## config.mk

```make
export PLATFORM = sky130hd
export DESIGN_NAME = shared_tlb
export DESIGN_NICKNAME = d
export VERILOG_FILES = /design/src/tlb_cfg_pkg.sv /design/src/tlb_entry_pkg.sv /design/src/shared_tlb_miss_arb.sv /design/src/shared_tlb_ways.sv /design/src/shared_tlb_hit_cmp.sv /design/src/shared_tlb_repl.sv /design/src/shared_tlb.sv
export SDC_FILE = /design/constraint.sdc
export NUM_CORES = 2
export LEC_CHECK = 0
export ABC_CLOCK_PERIOD_IN_PS = 12650
export BUFFER_PORTS_ARGS = -buffer_cell sky130_fd_sc_hd__buf_2
export CAP_MARGIN = 20
export CORE_ASPECT_RATIO = 0.7
export CORE_MARGIN = 1.5
export CORE_UTILIZATION = 35
export CTS_CLUSTER_DIAMETER = 60
export CTS_CLUSTER_SIZE = 14
export DETAILED_ROUTE_END_ITERATION = 6
export PLACE_DENSITY_LB_ADDON = 0.3
export REMOVE_ABC_BUFFERS = 1
export SETUP_SLACK_MARGIN = 0.5
export SYNTH_ARGS = -nofsm -noshare
export SYNTH_HDL_FRONTEND = slang
export SYNTH_SLANG_ARGS = --single-unit
export TNS_END_PERCENT = 30
```

## constraint.sdc

```tcl
create_clock -name clk_i -period 12.65 [get_ports clk_i]
set_input_delay 0 -clock clk_i [delete_from_list [all_inputs] [get_ports clk_i]]
set_output_delay 0 -clock clk_i [all_outputs]
set_load 0.005 [all_outputs]
```

## src/tlb_cfg_pkg.sv

```systemverilog
`default_nettype none

package tlb_cfg_pkg;

  ////////////////////////////////////////////////////////////
  // sv39 address layout
  ////////////////////////////////////////////////////////////

  localparam int unsigned VLEN         = 39;  // virtual address bits
  localparam int unsigned PAGE_OFFSET  = 12;  // 4K page offset
  localparam int unsigned PT_LEVELS    = 3;
  localparam int unsigned VPN_PART_LEN = 9;   // vpn bits per level
  localparam int unsigned VPN_LEN      = PT_LEVELS * VPN_PART_LEN;

  localparam int unsigned ASID_LEN     = 16;
  localparam int unsigned PPN_LEN      = 44;

  // vectors with a meaning of their own
  typedef logic [VLEN-1:0]         vaddr_t;
  typedef logic [VPN_LEN-1:0]      vpn_t;       // full vpn, vaddr[38:12]
  typedef logic [VPN_PART_LEN-1:0] vpn_part_t;  // one level's slice
  typedef logic [ASID_LEN-1:0]     asid_t;
  typedef logic [PPN_LEN-1:0]      ppn_t;

endpackage

`default_nettype wire

```

## src/tlb_entry_pkg.sv

```systemverilog
`default_nettype none

package tlb_entry_pkg;

  // leaf pte as held in the tlb, rsw and reserved bits not kept
  typedef struct packed {
    tlb_cfg_pkg::ppn_t ppn;
    logic              d;
    logic              a;
    logic              g;  // global mapping, matches any asid
    logic              u;
    logic              x;
    logic              w;
    logic              r;
    logic              v;
  } pte_t;

  // is_page[0] marks a 1G page, is_page[1] a 2M page
  typedef struct packed {
    tlb_cfg_pkg::asid_t                                asid;
    tlb_cfg_pkg::vpn_part_t [tlb_cfg_pkg::PT_LEVELS-1:0] vpn;  // [0] is the 4K level
    logic [tlb_cfg_pkg::PT_LEVELS-2:0]                 is_page;
  } tag_t;

  // walker result in, refill record out to itlb / dtlb
  typedef struct packed {
    logic                              valid;
    tlb_cfg_pkg::vpn_t                 vpn;
    tlb_cfg_pkg::asid_t                asid;
    logic [tlb_cfg_pkg::PT_LEVELS-2:0] is_page;  // same encoding as tag_t
    pte_t                              content;
  } tlb_update_t;

  // context of the lookup in flight
  typedef struct packed {
    tlb_cfg_pkg::asid_t asid;
    tlb_cfg_pkg::vpn_t  vpn;
    logic               is_itlb;  // refill goes back to the itlb
  } lookup_t;

endpackage

`default_nettype wire

```

## src/shared_tlb_miss_arb.sv

```systemverilog
`timescale 1ns/1ps
`default_nettype none

module shared_tlb_miss_arb #(
  parameter int unsigned TLB_DEPTH = 16
) (
  input  wire logic                   clk_i,
  input  wire logic                   rst_ni,
  input  wire logic                   itlb_access_i,
  input  wire logic                   itlb_hit_i,
  input  wire tlb_cfg_pkg::vaddr_t    itlb_vaddr_i,
  input  wire tlb_cfg_pkg::asid_t     itlb_asid_i,
  input  wire logic                   dtlb_access_i,
  input  wire logic                   dtlb_hit_i,
  input  wire tlb_cfg_pkg::vaddr_t    dtlb_vaddr_i,
  input  wire tlb_cfg_pkg::asid_t     dtlb_asid_i,
  output logic                        rd_en_o,
  output logic [$clog2(TLB_DEPTH)-1:0] rd_set_o,
  output tlb_entry_pkg::lookup_t      lookup_o,
  output logic                        itlb_miss_o,
  output logic                        dtlb_miss_o,
  output logic                        access_o,
  output tlb_cfg_pkg::vaddr_t         vaddr_o
);

  import tlb_cfg_pkg::*;

  localparam int unsigned SET_W = $clog2(TLB_DEPTH);

  logic   miss;
  vaddr_t miss_vaddr;
  asid_t  miss_asid;

  // the data side owns the lookup port while it is accessing,
  // an itlb miss only gets through when the dtlb is idle
  assign dtlb_miss_o = dtlb_access_i & ~dtlb_hit_i;
  assign itlb_miss_o = itlb_access_i & ~itlb_hit_i & ~dtlb_access_i;
  assign miss        = itlb_miss_o | dtlb_miss_o;

  assign miss_vaddr = dtlb_miss_o ? dtlb_vaddr_i : itlb_vaddr_i;
  assign miss_asid  = dtlb_miss_o ? dtlb_asid_i : itlb_asid_i;

  // read strobe goes to the arrays in the miss cycle
  assign rd_en_o  = miss;
  assign rd_set_o = miss_vaddr[PAGE_OFFSET +: SET_W];  // low vpn bits

  always_ff @(posedge clk_i or negedge rst_ni) begin
    if (!rst_ni) begin
      access_o <= 1'b0;
    end else begin
      access_o <= miss;  // one lookup in flight
    end
  end

  // lookup context, a newer miss simply overwrites it
  always_ff @(posedge clk_i) begin
    if (miss) begin
      vaddr_o          <= miss_vaddr;
      lookup_o.asid    <= miss_asid;
      lookup_o.vpn     <= miss_vaddr[PAGE_OFFSET +: VPN_LEN];
      lookup_o.is_itlb <= itlb_miss_o;
    end
  end

  // a served miss carries a known address and asid
  a_miss_ctx_known : assert property (@(posedge clk_i) disable iff (!rst_ni)
    miss |-> !$isunknown({miss_vaddr, miss_asid}));

endmodule

`default_nettype wire

```

## src/shared_tlb_ways.sv

```systemverilog
`timescale 1ns/1ps
`default_nettype none

module shared_tlb_ways #(
  parameter int unsigned TLB_DEPTH = 16,
  parameter int unsigned TLB_WAYS  = 2
) (
  input  wire logic                         clk_i,
  input  wire logic                         rst_ni,
  input  wire logic                         flush_i,
  input  wire logic                         rd_en_i,
  input  wire logic [$clog2(TLB_DEPTH)-1:0] rd_set_i,
  input  wire tlb_entry_pkg::tlb_update_t   update_i,
  input  wire logic [TLB_WAYS-1:0]          victim_oh_i,
  output tlb_entry_pkg::tag_t [TLB_WAYS-1:0] tag_o,
  output tlb_entry_pkg::pte_t [TLB_WAYS-1:0] pte_o,
  output logic [TLB_WAYS-1:0]               valid_o,
  output logic [TLB_WAYS-1:0]               way_valid_o
);

  import tlb_entry_pkg::*;

  localparam int unsigned SET_W = $clog2(TLB_DEPTH);

  tag_t tag_mem [TLB_WAYS][TLB_DEPTH];
  pte_t pte_mem [TLB_WAYS][TLB_DEPTH];

  logic [TLB_DEPTH-1:0][TLB_WAYS-1:0] valid_q;  // set x way

  logic [TLB_WAYS-1:0] wr_en;
  logic [SET_W-1:0]    wr_set;
  logic [SET_W-1:0]    addr;   // one port per way, shared address
  tag_t                wr_tag;

  ////////////////////////////////////////////////////////////
  // write side
  ////////////////////////////////////////////////////////////

  assign wr_set = update_i.vpn[SET_W-1:0];
  assign wr_en  = (update_i.valid && !flush_i) ? victim_oh_i : '0;
  assign addr   = (|wr_en) ? wr_set : rd_set_i;  // write wins the port

  assign wr_tag.asid    = update_i.asid;
  assign wr_tag.vpn     = update_i.vpn;
  assign wr_tag.is_page = update_i.is_page;

  ////////////////////////////////////////////////////////////
  // tag and pte arrays, synchronous read
  ////////////////////////////////////////////////////////////

  always_ff @(posedge clk_i) begin
    for (int w = 0; w < TLB_WAYS; w++) begin
      if (wr_en[w]) begin
        tag_mem[w][addr] <= wr_tag;
        pte_mem[w][addr] <= update_i.content;
      end else if (rd_en_i) begin
        tag_o[w] <= tag_mem[w][addr];
        pte_o[w] <= pte_mem[w][addr];
      end
    end
  end

  // valid matrix, flush clears everything
  always_ff @(posedge clk_i or negedge rst_ni) begin
    if (!rst_ni) begin
      valid_q <= '0;
      valid_o <= '0;
    end else begin
      if (flush_i) begin
        valid_q <= '0;
      end else if (update_i.valid) begin
        valid_q[wr_set] <= valid_q[wr_set] | victim_oh_i;
      end
      if (rd_en_i) begin
        valid_o <= valid_q[rd_set_i];  // lines up with the array read
      end
    end
  end

  assign way_valid_o = valid_q[wr_set];  // to the victim picker

  a_victim_onehot : assert property (@(posedge clk_i) disable iff (!rst_ni)
    update_i.valid |-> $onehot(victim_oh_i));

endmodule

`default_nettype wire

```

## src/shared_tlb_hit_cmp.sv

```systemverilog
`timescale 1ns/1ps
`default_nettype none

module shared_tlb_hit_cmp #(
  parameter int unsigned TLB_WAYS = 2
) (
  input  wire logic                          clk_i,
  input  wire logic                          rst_ni,
  input  wire tlb_entry_pkg::tag_t [TLB_WAYS-1:0] tag_i,
  input  wire tlb_entry_pkg::pte_t [TLB_WAYS-1:0] pte_i,
  input  wire logic [TLB_WAYS-1:0]           valid_i,
  input  wire tlb_entry_pkg::lookup_t        lookup_i,
  input  wire logic                          req_pending_i,
  output logic                               hit_o,
  output tlb_entry_pkg::tlb_update_t         itlb_update_o,
  output tlb_entry_pkg::tlb_update_t         dtlb_update_o
);

  import tlb_cfg_pkg::*;
  import tlb_entry_pkg::*;

  vpn_part_t [PT_LEVELS-1:0]          req_vpn;
  logic [TLB_WAYS-1:0][PT_LEVELS-1:0] vpn_match;
  logic [TLB_WAYS-1:0][PT_LEVELS-1:0] page_match;
  logic [TLB_WAYS-1:0][PT_LEVELS-1:0] level_match;
  logic [TLB_WAYS-1:0]                asid_match;
  logic [TLB_WAYS-1:0]                way_hit;
  tlb_update_t                        refill;

  assign req_vpn = lookup_i.vpn;

  for (genvar w = 0; w < TLB_WAYS; w++) begin : gen_way
    for (genvar l = 0; l < PT_LEVELS; l++) begin : gen_level
      assign vpn_match[w][l] = (req_vpn[l] == tag_i[w].vpn[l]);
      if (l == 0) begin : gen_base
        assign page_match[w][l] = 1'b1;  // 4K, all levels compared
      end else begin : gen_super
        // level 2 -> is_page[0] (1G), level 1 -> is_page[1] (2M)
        assign page_match[w][l] = tag_i[w].is_page[PT_LEVELS-1-l];
      end
      // vpn equal from the top down to this level
      assign level_match[w][l] = (&vpn_match[w][PT_LEVELS-1:l]) & page_match[w][l];
    end

    assign asid_match[w] = (tag_i[w].asid == lookup_i.asid) || pte_i[w].g;
    assign way_hit[w]    = req_pending_i & valid_i[w] & asid_match[w]
                         & (|level_match[w]);
  end

  ////////////////////////////////////////////////////////////
  // refill record
  ////////////////////////////////////////////////////////////

  always_comb begin
    refill = '0;
    for (int w = 0; w < TLB_WAYS; w++) begin
      if (way_hit[w]) begin
        refill.valid   = 1'b1;
        refill.vpn     = lookup_i.vpn;   // requested vpn, not the stored one
        refill.asid    = lookup_i.asid;
        refill.is_page = tag_i[w].is_page;
        refill.content = pte_i[w];
      end
    end
  end

  assign hit_o         = |way_hit;
  assign itlb_update_o = lookup_i.is_itlb ? refill : '0;
  assign dtlb_update_o = lookup_i.is_itlb ? '0 : refill;

  // installs never leave two matching ways in a set
  a_one_way_hit : assert property (@(posedge clk_i) disable iff (!rst_ni)
    $onehot0(way_hit));

endmodule

`default_nettype wire

```

## src/shared_tlb_repl.sv

```systemverilog
`timescale 1ns/1ps
`default_nettype none

module shared_tlb_repl #(
  parameter int unsigned TLB_WAYS = 2
) (
  input  wire logic                clk_i,
  input  wire logic                rst_ni,
  input  wire logic                update_valid_i,
  input  wire logic [TLB_WAYS-1:0] way_valid_i,
  output logic [TLB_WAYS-1:0]      victim_oh_o
);

  localparam int unsigned WAY_W     = $clog2(TLB_WAYS);
  localparam logic [7:0]  LFSR_SEED = 8'hA5;  // any nonzero value

  logic [7:0]          lfsr_q;
  logic                lfsr_fb;
  logic                all_valid;
  logic                lfsr_en;
  logic [TLB_WAYS-1:0] inv_oh;   // lowest invalid way
  logic [TLB_WAYS-1:0] rnd_oh;   // lfsr pick

  assign all_valid = &way_valid_i;

  // lowest zero bit, comes out all zero when the set is full
  assign inv_oh = ~way_valid_i & (way_valid_i + TLB_WAYS'(1));

  always_comb begin
    rnd_oh = '0;
    rnd_oh[lfsr_q[WAY_W-1:0]] = 1'b1;
  end

  assign victim_oh_o = update_valid_i ? (all_valid ? rnd_oh : inv_oh) : '0;

  ////////////////////////////////////////////////////////////
  // 8-bit fibonacci lfsr, x^8 + x^6 + x^5 + x^4 + 1
  ////////////////////////////////////////////////////////////

  assign lfsr_fb = lfsr_q[7] ^ lfsr_q[5] ^ lfsr_q[4] ^ lfsr_q[3];
  assign lfsr_en = update_valid_i & all_valid;  // only on an eviction

  always_ff @(posedge clk_i or negedge rst_ni) begin
    if (!rst_ni) begin
      lfsr_q <= LFSR_SEED;
    end else if (lfsr_en) begin
      lfsr_q <= {lfsr_q[6:0], lfsr_fb};
    end
  end

endmodule

`default_nettype wire

```

## src/shared_tlb.sv

```systemverilog
`timescale 1ns/1ps
`default_nettype none

module shared_tlb #(
  parameter int unsigned TLB_DEPTH = 16,
  parameter int unsigned TLB_WAYS  = 2
) (
  input  wire logic                      clk_i,
  input  wire logic                      rst_ni,
  input  wire logic                      flush_i,

  input  wire logic                      itlb_access_i,
  input  wire logic                      itlb_hit_i,
  input  wire tlb_cfg_pkg::vaddr_t       itlb_vaddr_i,
  input  wire tlb_cfg_pkg::asid_t        itlb_asid_i,

  input  wire logic                      dtlb_access_i,
  input  wire logic                      dtlb_hit_i,
  input  wire tlb_cfg_pkg::vaddr_t       dtlb_vaddr_i,
  input  wire tlb_cfg_pkg::asid_t        dtlb_asid_i,

  input  wire tlb_entry_pkg::tlb_update_t shared_tlb_update_i,  // from the page walker

  output tlb_entry_pkg::tlb_update_t     itlb_update_o,
  output tlb_entry_pkg::tlb_update_t     dtlb_update_o,
  output logic                           itlb_miss_o,
  output logic                           dtlb_miss_o,
  output logic                           shared_tlb_access_o,
  output logic                           shared_tlb_hit_o,
  output tlb_cfg_pkg::vaddr_t            shared_tlb_vaddr_o
);

  import tlb_entry_pkg::*;

  localparam int unsigned SET_W = $clog2(TLB_DEPTH);

  logic                rd_en;
  logic [SET_W-1:0]    rd_set;
  lookup_t             lookup;
  tag_t [TLB_WAYS-1:0] way_tag;
  pte_t [TLB_WAYS-1:0] way_pte;
  logic [TLB_WAYS-1:0] rd_valid;       // valid bits of the looked-up set
  logic [TLB_WAYS-1:0] upd_way_valid;  // valid bits of the update set
  logic [TLB_WAYS-1:0] victim_oh;

  shared_tlb_miss_arb #(
    .TLB_DEPTH(TLB_DEPTH)
  ) u_miss_arb (
    .clk_i        (clk_i),
    .rst_ni       (rst_ni),
    .itlb_access_i(itlb_access_i),
    .itlb_hit_i   (itlb_hit_i),
    .itlb_vaddr_i (itlb_vaddr_i),
    .itlb_asid_i  (itlb_asid_i),
    .dtlb_access_i(dtlb_access_i),
    .dtlb_hit_i   (dtlb_hit_i),
    .dtlb_vaddr_i (dtlb_vaddr_i),
    .dtlb_asid_i  (dtlb_asid_i),
    .rd_en_o      (rd_en),
    .rd_set_o     (rd_set),
    .lookup_o     (lookup),
    .itlb_miss_o  (itlb_miss_o),
    .dtlb_miss_o  (dtlb_miss_o),
    .access_o     (shared_tlb_access_o),
    .vaddr_o      (shared_tlb_vaddr_o)
  );

  shared_tlb_ways #(
    .TLB_DEPTH(TLB_DEPTH),
    .TLB_WAYS (TLB_WAYS)
  ) u_ways (
    .clk_i      (clk_i),
    .rst_ni     (rst_ni),
    .flush_i    (flush_i),
    .rd_en_i    (rd_en),
    .rd_set_i   (rd_set),
    .update_i   (shared_tlb_update_i),
    .victim_oh_i(victim_oh),
    .tag_o      (way_tag),
    .pte_o      (way_pte),
    .valid_o    (rd_valid),
    .way_valid_o(upd_way_valid)
  );

  shared_tlb_hit_cmp #(
    .TLB_WAYS(TLB_WAYS)
  ) u_hit_cmp (
    .clk_i        (clk_i),
    .rst_ni       (rst_ni),
    .tag_i        (way_tag),
    .pte_i        (way_pte),
    .valid_i      (rd_valid),
    .lookup_i     (lookup),
    .req_pending_i(shared_tlb_access_o),
    .hit_o        (shared_tlb_hit_o),
    .itlb_update_o(itlb_update_o),
    .dtlb_update_o(dtlb_update_o)
  );

  shared_tlb_repl #(
    .TLB_WAYS(TLB_WAYS)
  ) u_repl (
    .clk_i         (clk_i),
    .rst_ni        (rst_ni),
    .update_valid_i(shared_tlb_update_i.valid),
    .way_valid_i   (upd_way_valid),
    .victim_oh_o   (victim_oh)
  );

endmodule

`default_nettype wire

```

After elaboration in Yosys (flattened, before gate mapping). Memory sizes are Yosys's and may differ from the RTL's. Index checks and enable logic that the tools add are counted. Widths: inputs -> output; s select.

Register bits after elaboration: 320. Bits in writable memories: 3104. Memories: 2.

Equality and inequality tests: 8. Bitwise logic cells: 27. Muxes and demuxes: 49. Add/sub/neg operators: 1. Reduce and logical (&&, ||, !) cells: 21. Magnitude comparators: 7.

Memory list: u_ways.pte_mem (depth 2, width 832, read ports 2, clocked after Yosys merged registers in 0, write ports 1, line shared_tlb_ways.sv:26) `pte_t pte_mem [TLB_WAYS][TLB_DEPTH];`; u_ways.tag_mem (depth 2, width 720, read ports 2, clocked after Yosys merged registers in 0, write ports 1, line shared_tlb_ways.sv:25) `tag_t tag_mem [TLB_WAYS][TLB_DEPTH];`.

Operator list (count): $mux 832 (4); $mux 720 (4); $reduce_or 832->1 (1); $reduce_or 720->1 (1); $bmux 52 s4 (2); $mux 98 (4); $bmux 45 s4 (2); $mux 52 (5); $mux 45 (5); $demux 52 s4 (1); $demux 45 s4 (1); $mux 32 (2); $eq 9x9->1 (6); $mux 39 (1); $bwmux 32 (1); $eq 16x16->1 (2); $bmux 2 s4 (2); $mux 16 (1); $and 1x1->1 (14); $mux 2 (6); $lt 4x5->1 const B (2); $reduce_and 2->1 (5); $demux 2 s4 (1); $reduce_and 3->1 (2); other kinds (22) (38).

Longest topological paths before layout.
Depth after elaboration: 17. Gate-level depth with buffers: 12. Depth with buffers taken out: 7.

Modules after synthesis. A second synthesis with hierarchy kept.

Cells, all modules: 16306. Area, all modules: 180366.7 µm².

Modules (own cells, without submodules): shared_tlb_ways (area each 173527.7 µm², times used 1, sequential area each 99885.8 µm², cells each 15587); shared_tlb_hit_cmp (area each 3683.5 µm², times used 1, sequential area each 0.0 µm², cells each 539); shared_tlb_miss_arb (area each 2795.2 µm², times used 1, sequential area each 1706.6 µm², cells each 154); shared_tlb_repl (area each 360.3 µm², times used 1, sequential area each 205.2 µm², cells each 26).

Worst setup path after synthesis. OpenSTA, ideal clock, no wires.

Path kind: register -> register. Start point: register u_ways.valid_q[30] (netlist name). End point: memory u_ways.pte_mem[0][260] (netlist name) (enable). Cell stages (with the launch flop): 5. Data arrival time: 10.733 ns. Buffers on the path: 0. Library setup time: 0.790 ns. Data required time: 11.860 ns. Path slack: 1.127 ns. Cell sequence: dfrtp_1 mux4_2 mux4_2 a21boi_2 nor4_1.

Word-level cells in the longest chain between the ends: 17.

RTL lines: from (decl) (line shared_tlb_ways.sv:28) `logic [TLB_DEPTH-1:0][TLB_WAYS-1:0] valid_q;`; from (signal, indexed assignment) (line shared_tlb_ways.sv:72) `valid_q[wr_set] <= valid_q[wr_set] | victim_oh_i;`; $bmux 2 s4 (*) (line shared_tlb_ways.sv:80) `assign way_valid_o = valid_q[wr_set];`; $mux 2 (not written as such) (*) (line shared_tlb_ways.sv:80); $add 2x1->2 / $not 2->2 (equally long branches) (line shared_tlb_repl.sv:27) `assign inv_oh = ~way_valid_i & (way_valid_i + TLB_WAYS'(1));`; $and 2x2->2 (line shared_tlb_repl.sv:27); $mux 2 (*) (2 in series) (line shared_tlb_repl.sv:34) `assign victim_oh_o = update_valid_i ? (all_valid ? rnd_oh : inv_oh) : '0;`; $mux 2 (*) (line shared_tlb_ways.sv:40) `assign wr_en = (update_i.valid && !flush_i) ? victim_oh_i : '0;`; $reduce_or 2->1 (line shared_tlb_ways.sv:41) `assign addr = (|wr_en) ? wr_set : rd_set_i;`; $mux 4 (line shared_tlb_ways.sv:41); $not 4->5 (not written as such) (line shared_tlb_ways.sv:55) `pte_mem[w][addr] <= update_i.content;`; $ge 5x5->1 (not written as such) / $lt 5x1->1 (equally long branches) (line shared_tlb_ways.sv:55); $logic_and 1x1->1 (not written as such) (line shared_tlb_ways.sv:55); $mux 52 (not written as such) (line shared_tlb_ways.sv:55); $demux 52 s4 (line shared_tlb_ways.sv:55); $mux 832 (not written as such) (line shared_tlb_ways.sv:55); $reduce_or 832->1 (no source line); $mux 1 (no source line) / $mux 832 (equally long branches); to (decl) (line shared_tlb_ways.sv:26).

Every way passes the cells marked *; elsewhere a longest branch is shown, timed or not. The select of a mux whose other input is x is not followed.

Final worst setup path.
Start point: input port flush_i. End point: register u_ways.pte_o[31] (netlist name) (data pin).

Word-level cells in the longest chain between the ends: 9.

RTL lines: from (decl) (line shared_tlb.sv:10) `input wire logic flush_i,`; $logic_not 1->1 (line shared_tlb_ways.sv:40); $logic_and 1x1->1 (line shared_tlb_ways.sv:40); $mux 2 (line shared_tlb_ways.sv:40); $reduce_or 2->1 (line shared_tlb_ways.sv:41); $mux 4 (line shared_tlb_ways.sv:41); $not 4->5 (not written as such) (line shared_tlb_ways.sv:58) `pte_o[w] <= pte_mem[w][addr];`; $bmux 52 s4 (line shared_tlb_ways.sv:58); $mux 52 (not written as such) (2 in series) (line shared_tlb_ways.sv:58); to (signal, indexed assignment) (line shared_tlb_ways.sv:58); to (decl) (line shared_tlb_ways.sv:16) `output tlb_entry_pkg::pte_t [TLB_WAYS-1:0] pte_o,`.

No other way between the ends. The select of a mux whose other input is x is not followed. A chain may end at the register's enable or synchronous reset.

==> flow_summary.ini <==
[sta]
slew_headroom = 0.145
period_minus_slack_ps = 6220
tns_ps = 0
final-setup-viol-count = 0
tightest_slew_ps = 1270
skew_ps = 67.0
fmaxAchievable_mhz = 161
rsz0062_at_grt = no
post-route-period-util = 0.492
hold_viol = 0
holdWs_ps = 108
slew_viol_final = 0

[global_route]
grt_antenna_before_repair = 49
grt_pass1_vias = 66249
grt_overflow = 0
grt_usage = 0.192
grt_max_degree = 107
grt_pass1_wl_mm = 515

[worst_setup_path]
crit_type = input port to flop
cp_max_fo = 66
cp-start-kind = input port
worstPathRequired_ps = 13280
cp.arrival_ps = 6850
end_kind = flop

[route]
viasPerCell = 5.62
drt-total-wl_mm = 371
drt_first_pass_iters = 5
drc = 0
wire_per_inst_um = 31.7
vias = 65741
postRouteAntennaNets = 0
drtIter0Drc = 8450

[floorplanning]
core_um2 = 370000
rows = 187
die_h_um = 513
dieArea_um2 = 376000
start_util = 0.351
ios = 454
die_x_um = 732

[placement]
hpwl_mm = 182
place_congestion = 0.745
port_buffers = 453
dpl.cell_count = 11023

[power_and_ir_drop]
switching_power_mw = 5.00
power_frac_comb = 0.075
powerDensity_nw_per_um2 = 151
clockPowerShare = 0.367
power.internal_mw = 17.6
seqPwrFrac = 0.558
leakagePower_nw = 47.7
p_total_mw = 22.6
swShare = 0.221
ir_worst_vdd_mv = 0.110

[worst_hold_path]
min_path_type = input port to flop

[final_layout]
layout.cells.non_filler = 11699
drive_gt1_frac = 0.275
register_area_um2 = 102000
multi_input_area_um2 = 26800
layout_common_cells = 3354 x edfxtp_1, 790 x mux4_2, 453 x buf_2
final_common_cell = edfxtp_1
area_delta_synth_final_pct = 15.2
num-nets-final = 6940
num-fill-cells = 32246

[clock_tree]
cts_tree = yes
cts_max_path_buffers = 4
htree_levels = 5
cts_setup_buffers = 0
clk_pin_slew_ps = 60
clock-sinks = 3397
clock_latency_ps = 910
cts_root_buffer = clkbuf_16
numCtsBuffers = 293

[synthesis]
synth_edf_count = 3354
synth.distinct_cells = 59
ys_warn_count = 0
mappedNetlistArea_um2 = 130000
ys_async_sr_fraction = 0.0127
synth_top_flop_cell = edfxtp_1
postSynthAreaPerCell_um2 = 22.1
synth-seq-cells = 3397
netlist_instances = 5878
ys_seq_area_frac = 0.782

[flow_run]
max_cap_violations = 0

[outcome]
outcome = completed
synthesized netlist by cell type, types with 11 or more instances:
library cell  number  share of area
edfxtp_1        3354           0.77
inv_1             56         0.0016
clkbuf_1         184         0.0053
o32ai_1           51         0.0034
and2_1            55         0.0026
xnor2_1           14        0.00094
a22oi_1          390          0.022
nor2_1            94         0.0027
nor3b_1           47         0.0027
o41ai_1           51         0.0034
nor4_1            16        0.00077
dfrtp_1           39         0.0075
buf_4             38         0.0022
nor2b_1           52         0.0025
buf_6             12         0.0010
mux2i_1           11        0.00085
a211oi_1          16        0.00092
nand2_1          210         0.0061
and3_1            44         0.0021
mux4_2           790           0.14
buf_1             32        0.00092
buf_2            107         0.0041
mux2_2            58         0.0050
xor2_1            75         0.0050
logic make-up (layout without fill, tap and decap cells):
logic type	count (synthesis)	in the layout	share of synthesized area
DFF	3397	3397	0.782
other	0	10	0
and+or+nand+nor	560	560	0.0219
xor gates and xnor gates	89	89	0.00599
muxes	861	861	0.143
AOI/OAI and AO/OA	541	541	0.0322
buffers and inverters	430	1327	0.0152
power by group through the flow:
stage / logic (mW) / clock network, mW / registers [mW]
6_report: 1.70 / 8.31 / 12.6
4_1_cts: 1.71 / 8.48 / 12.6
3_3_place_gp: 1.59 / 0 / 12.9
5_1_grt: 1.82 / 8.85 / 12.6
3_5_place_dp: 1.62 / 0 / 12.9
2_1_floorplan: 1.90 / 0 / 12.8
layer usage:
metal | vias up | global-route usage | share of wire
li1 | 26301 | - | -
met1 | 35935 | 0.275 | 0.43
met2 | 2982 | 0.310 | 0.47
met3 | 499 | 0.0355 | 0.081
met4 | 24 | 0.0381 | 0.020
met5 | - | 0 | 0.00041
per-stage QoR:
stage	area (µm²)	setup slack, ps	util
after global placement	139000	6220	0.374
after detailed placement	139000	6090	0.374
final	150000	6430	0.405
after floorplan	128000	-31340	-
after global routing	150000	6060	0.405
after CTS	150000	6240	0.405
critical path, cell delays in order:
cell and delay (ps):
dlygate4sd3_1 530, buf_2 520, nand2b_1 780, mux2_8 670, buf_4 840, buf_4 720
buf_4 860, buf_4 870, mux4_2 410, a22oi_1 270, nand2_1 120
timing repair:
item | CTS | global route
hold buffers | 317 | 0
gates resized for setup | 0 | 0
endpoints found under the hold margin | 3244 | 0
state kept, by name, indices dropped and copies added (netlist names):
| name | count |
|---|---|
| u_ways.pte_mem | 1664 |
| u_ways.valid_q | 32 |
| u_ways.tag_o | 90 |
| u_miss_arb.vaddr_o | 38 |
| u_miss_arb.access_o | 1 |
| u_miss_arb.lookup_o | 18 |
| u_repl.lfsr_q | 8 |
| u_ways.valid_o | 2 |
| u_ways.pte_o | 104 |
| u_ways.tag_mem | 1440 |
worst paths after layout:
kind,start,endpoint,slack (ps),depth (start not counted)
worst min-delay path,itlb_vaddr_i[13],u_ways.valid_o[1],110,6
min in group asynchronous,rst_ni,u_repl.lfsr_q[0],270,3
worst min register to register,u_repl.lfsr_q[1],u_repl.lfsr_q[1],490,2
worst max register to register,u_ways.valid_q[29],u_ways.pte_mem[0][1250],7800,8
max in group asynchronous,rst_ni,u_ways.valid_q[15],12110,4
worst max-delay path,flush_i,u_ways.pte_o[31],6430,11
cell type report:
type / count / share of cell area
antenna: 10 / 0.000167
inverter: 57 / 0.00143
timing repair buffer: 925 / 0.0460
tap: 4914 / 0.0410
multi-input combinational: 2051 / 0.179
sequential: 3397 / 0.679
clock buffer: 317 / 0.0516
clock inverter: 28 / 0.00243
Power figures use the tool's default switching activity.
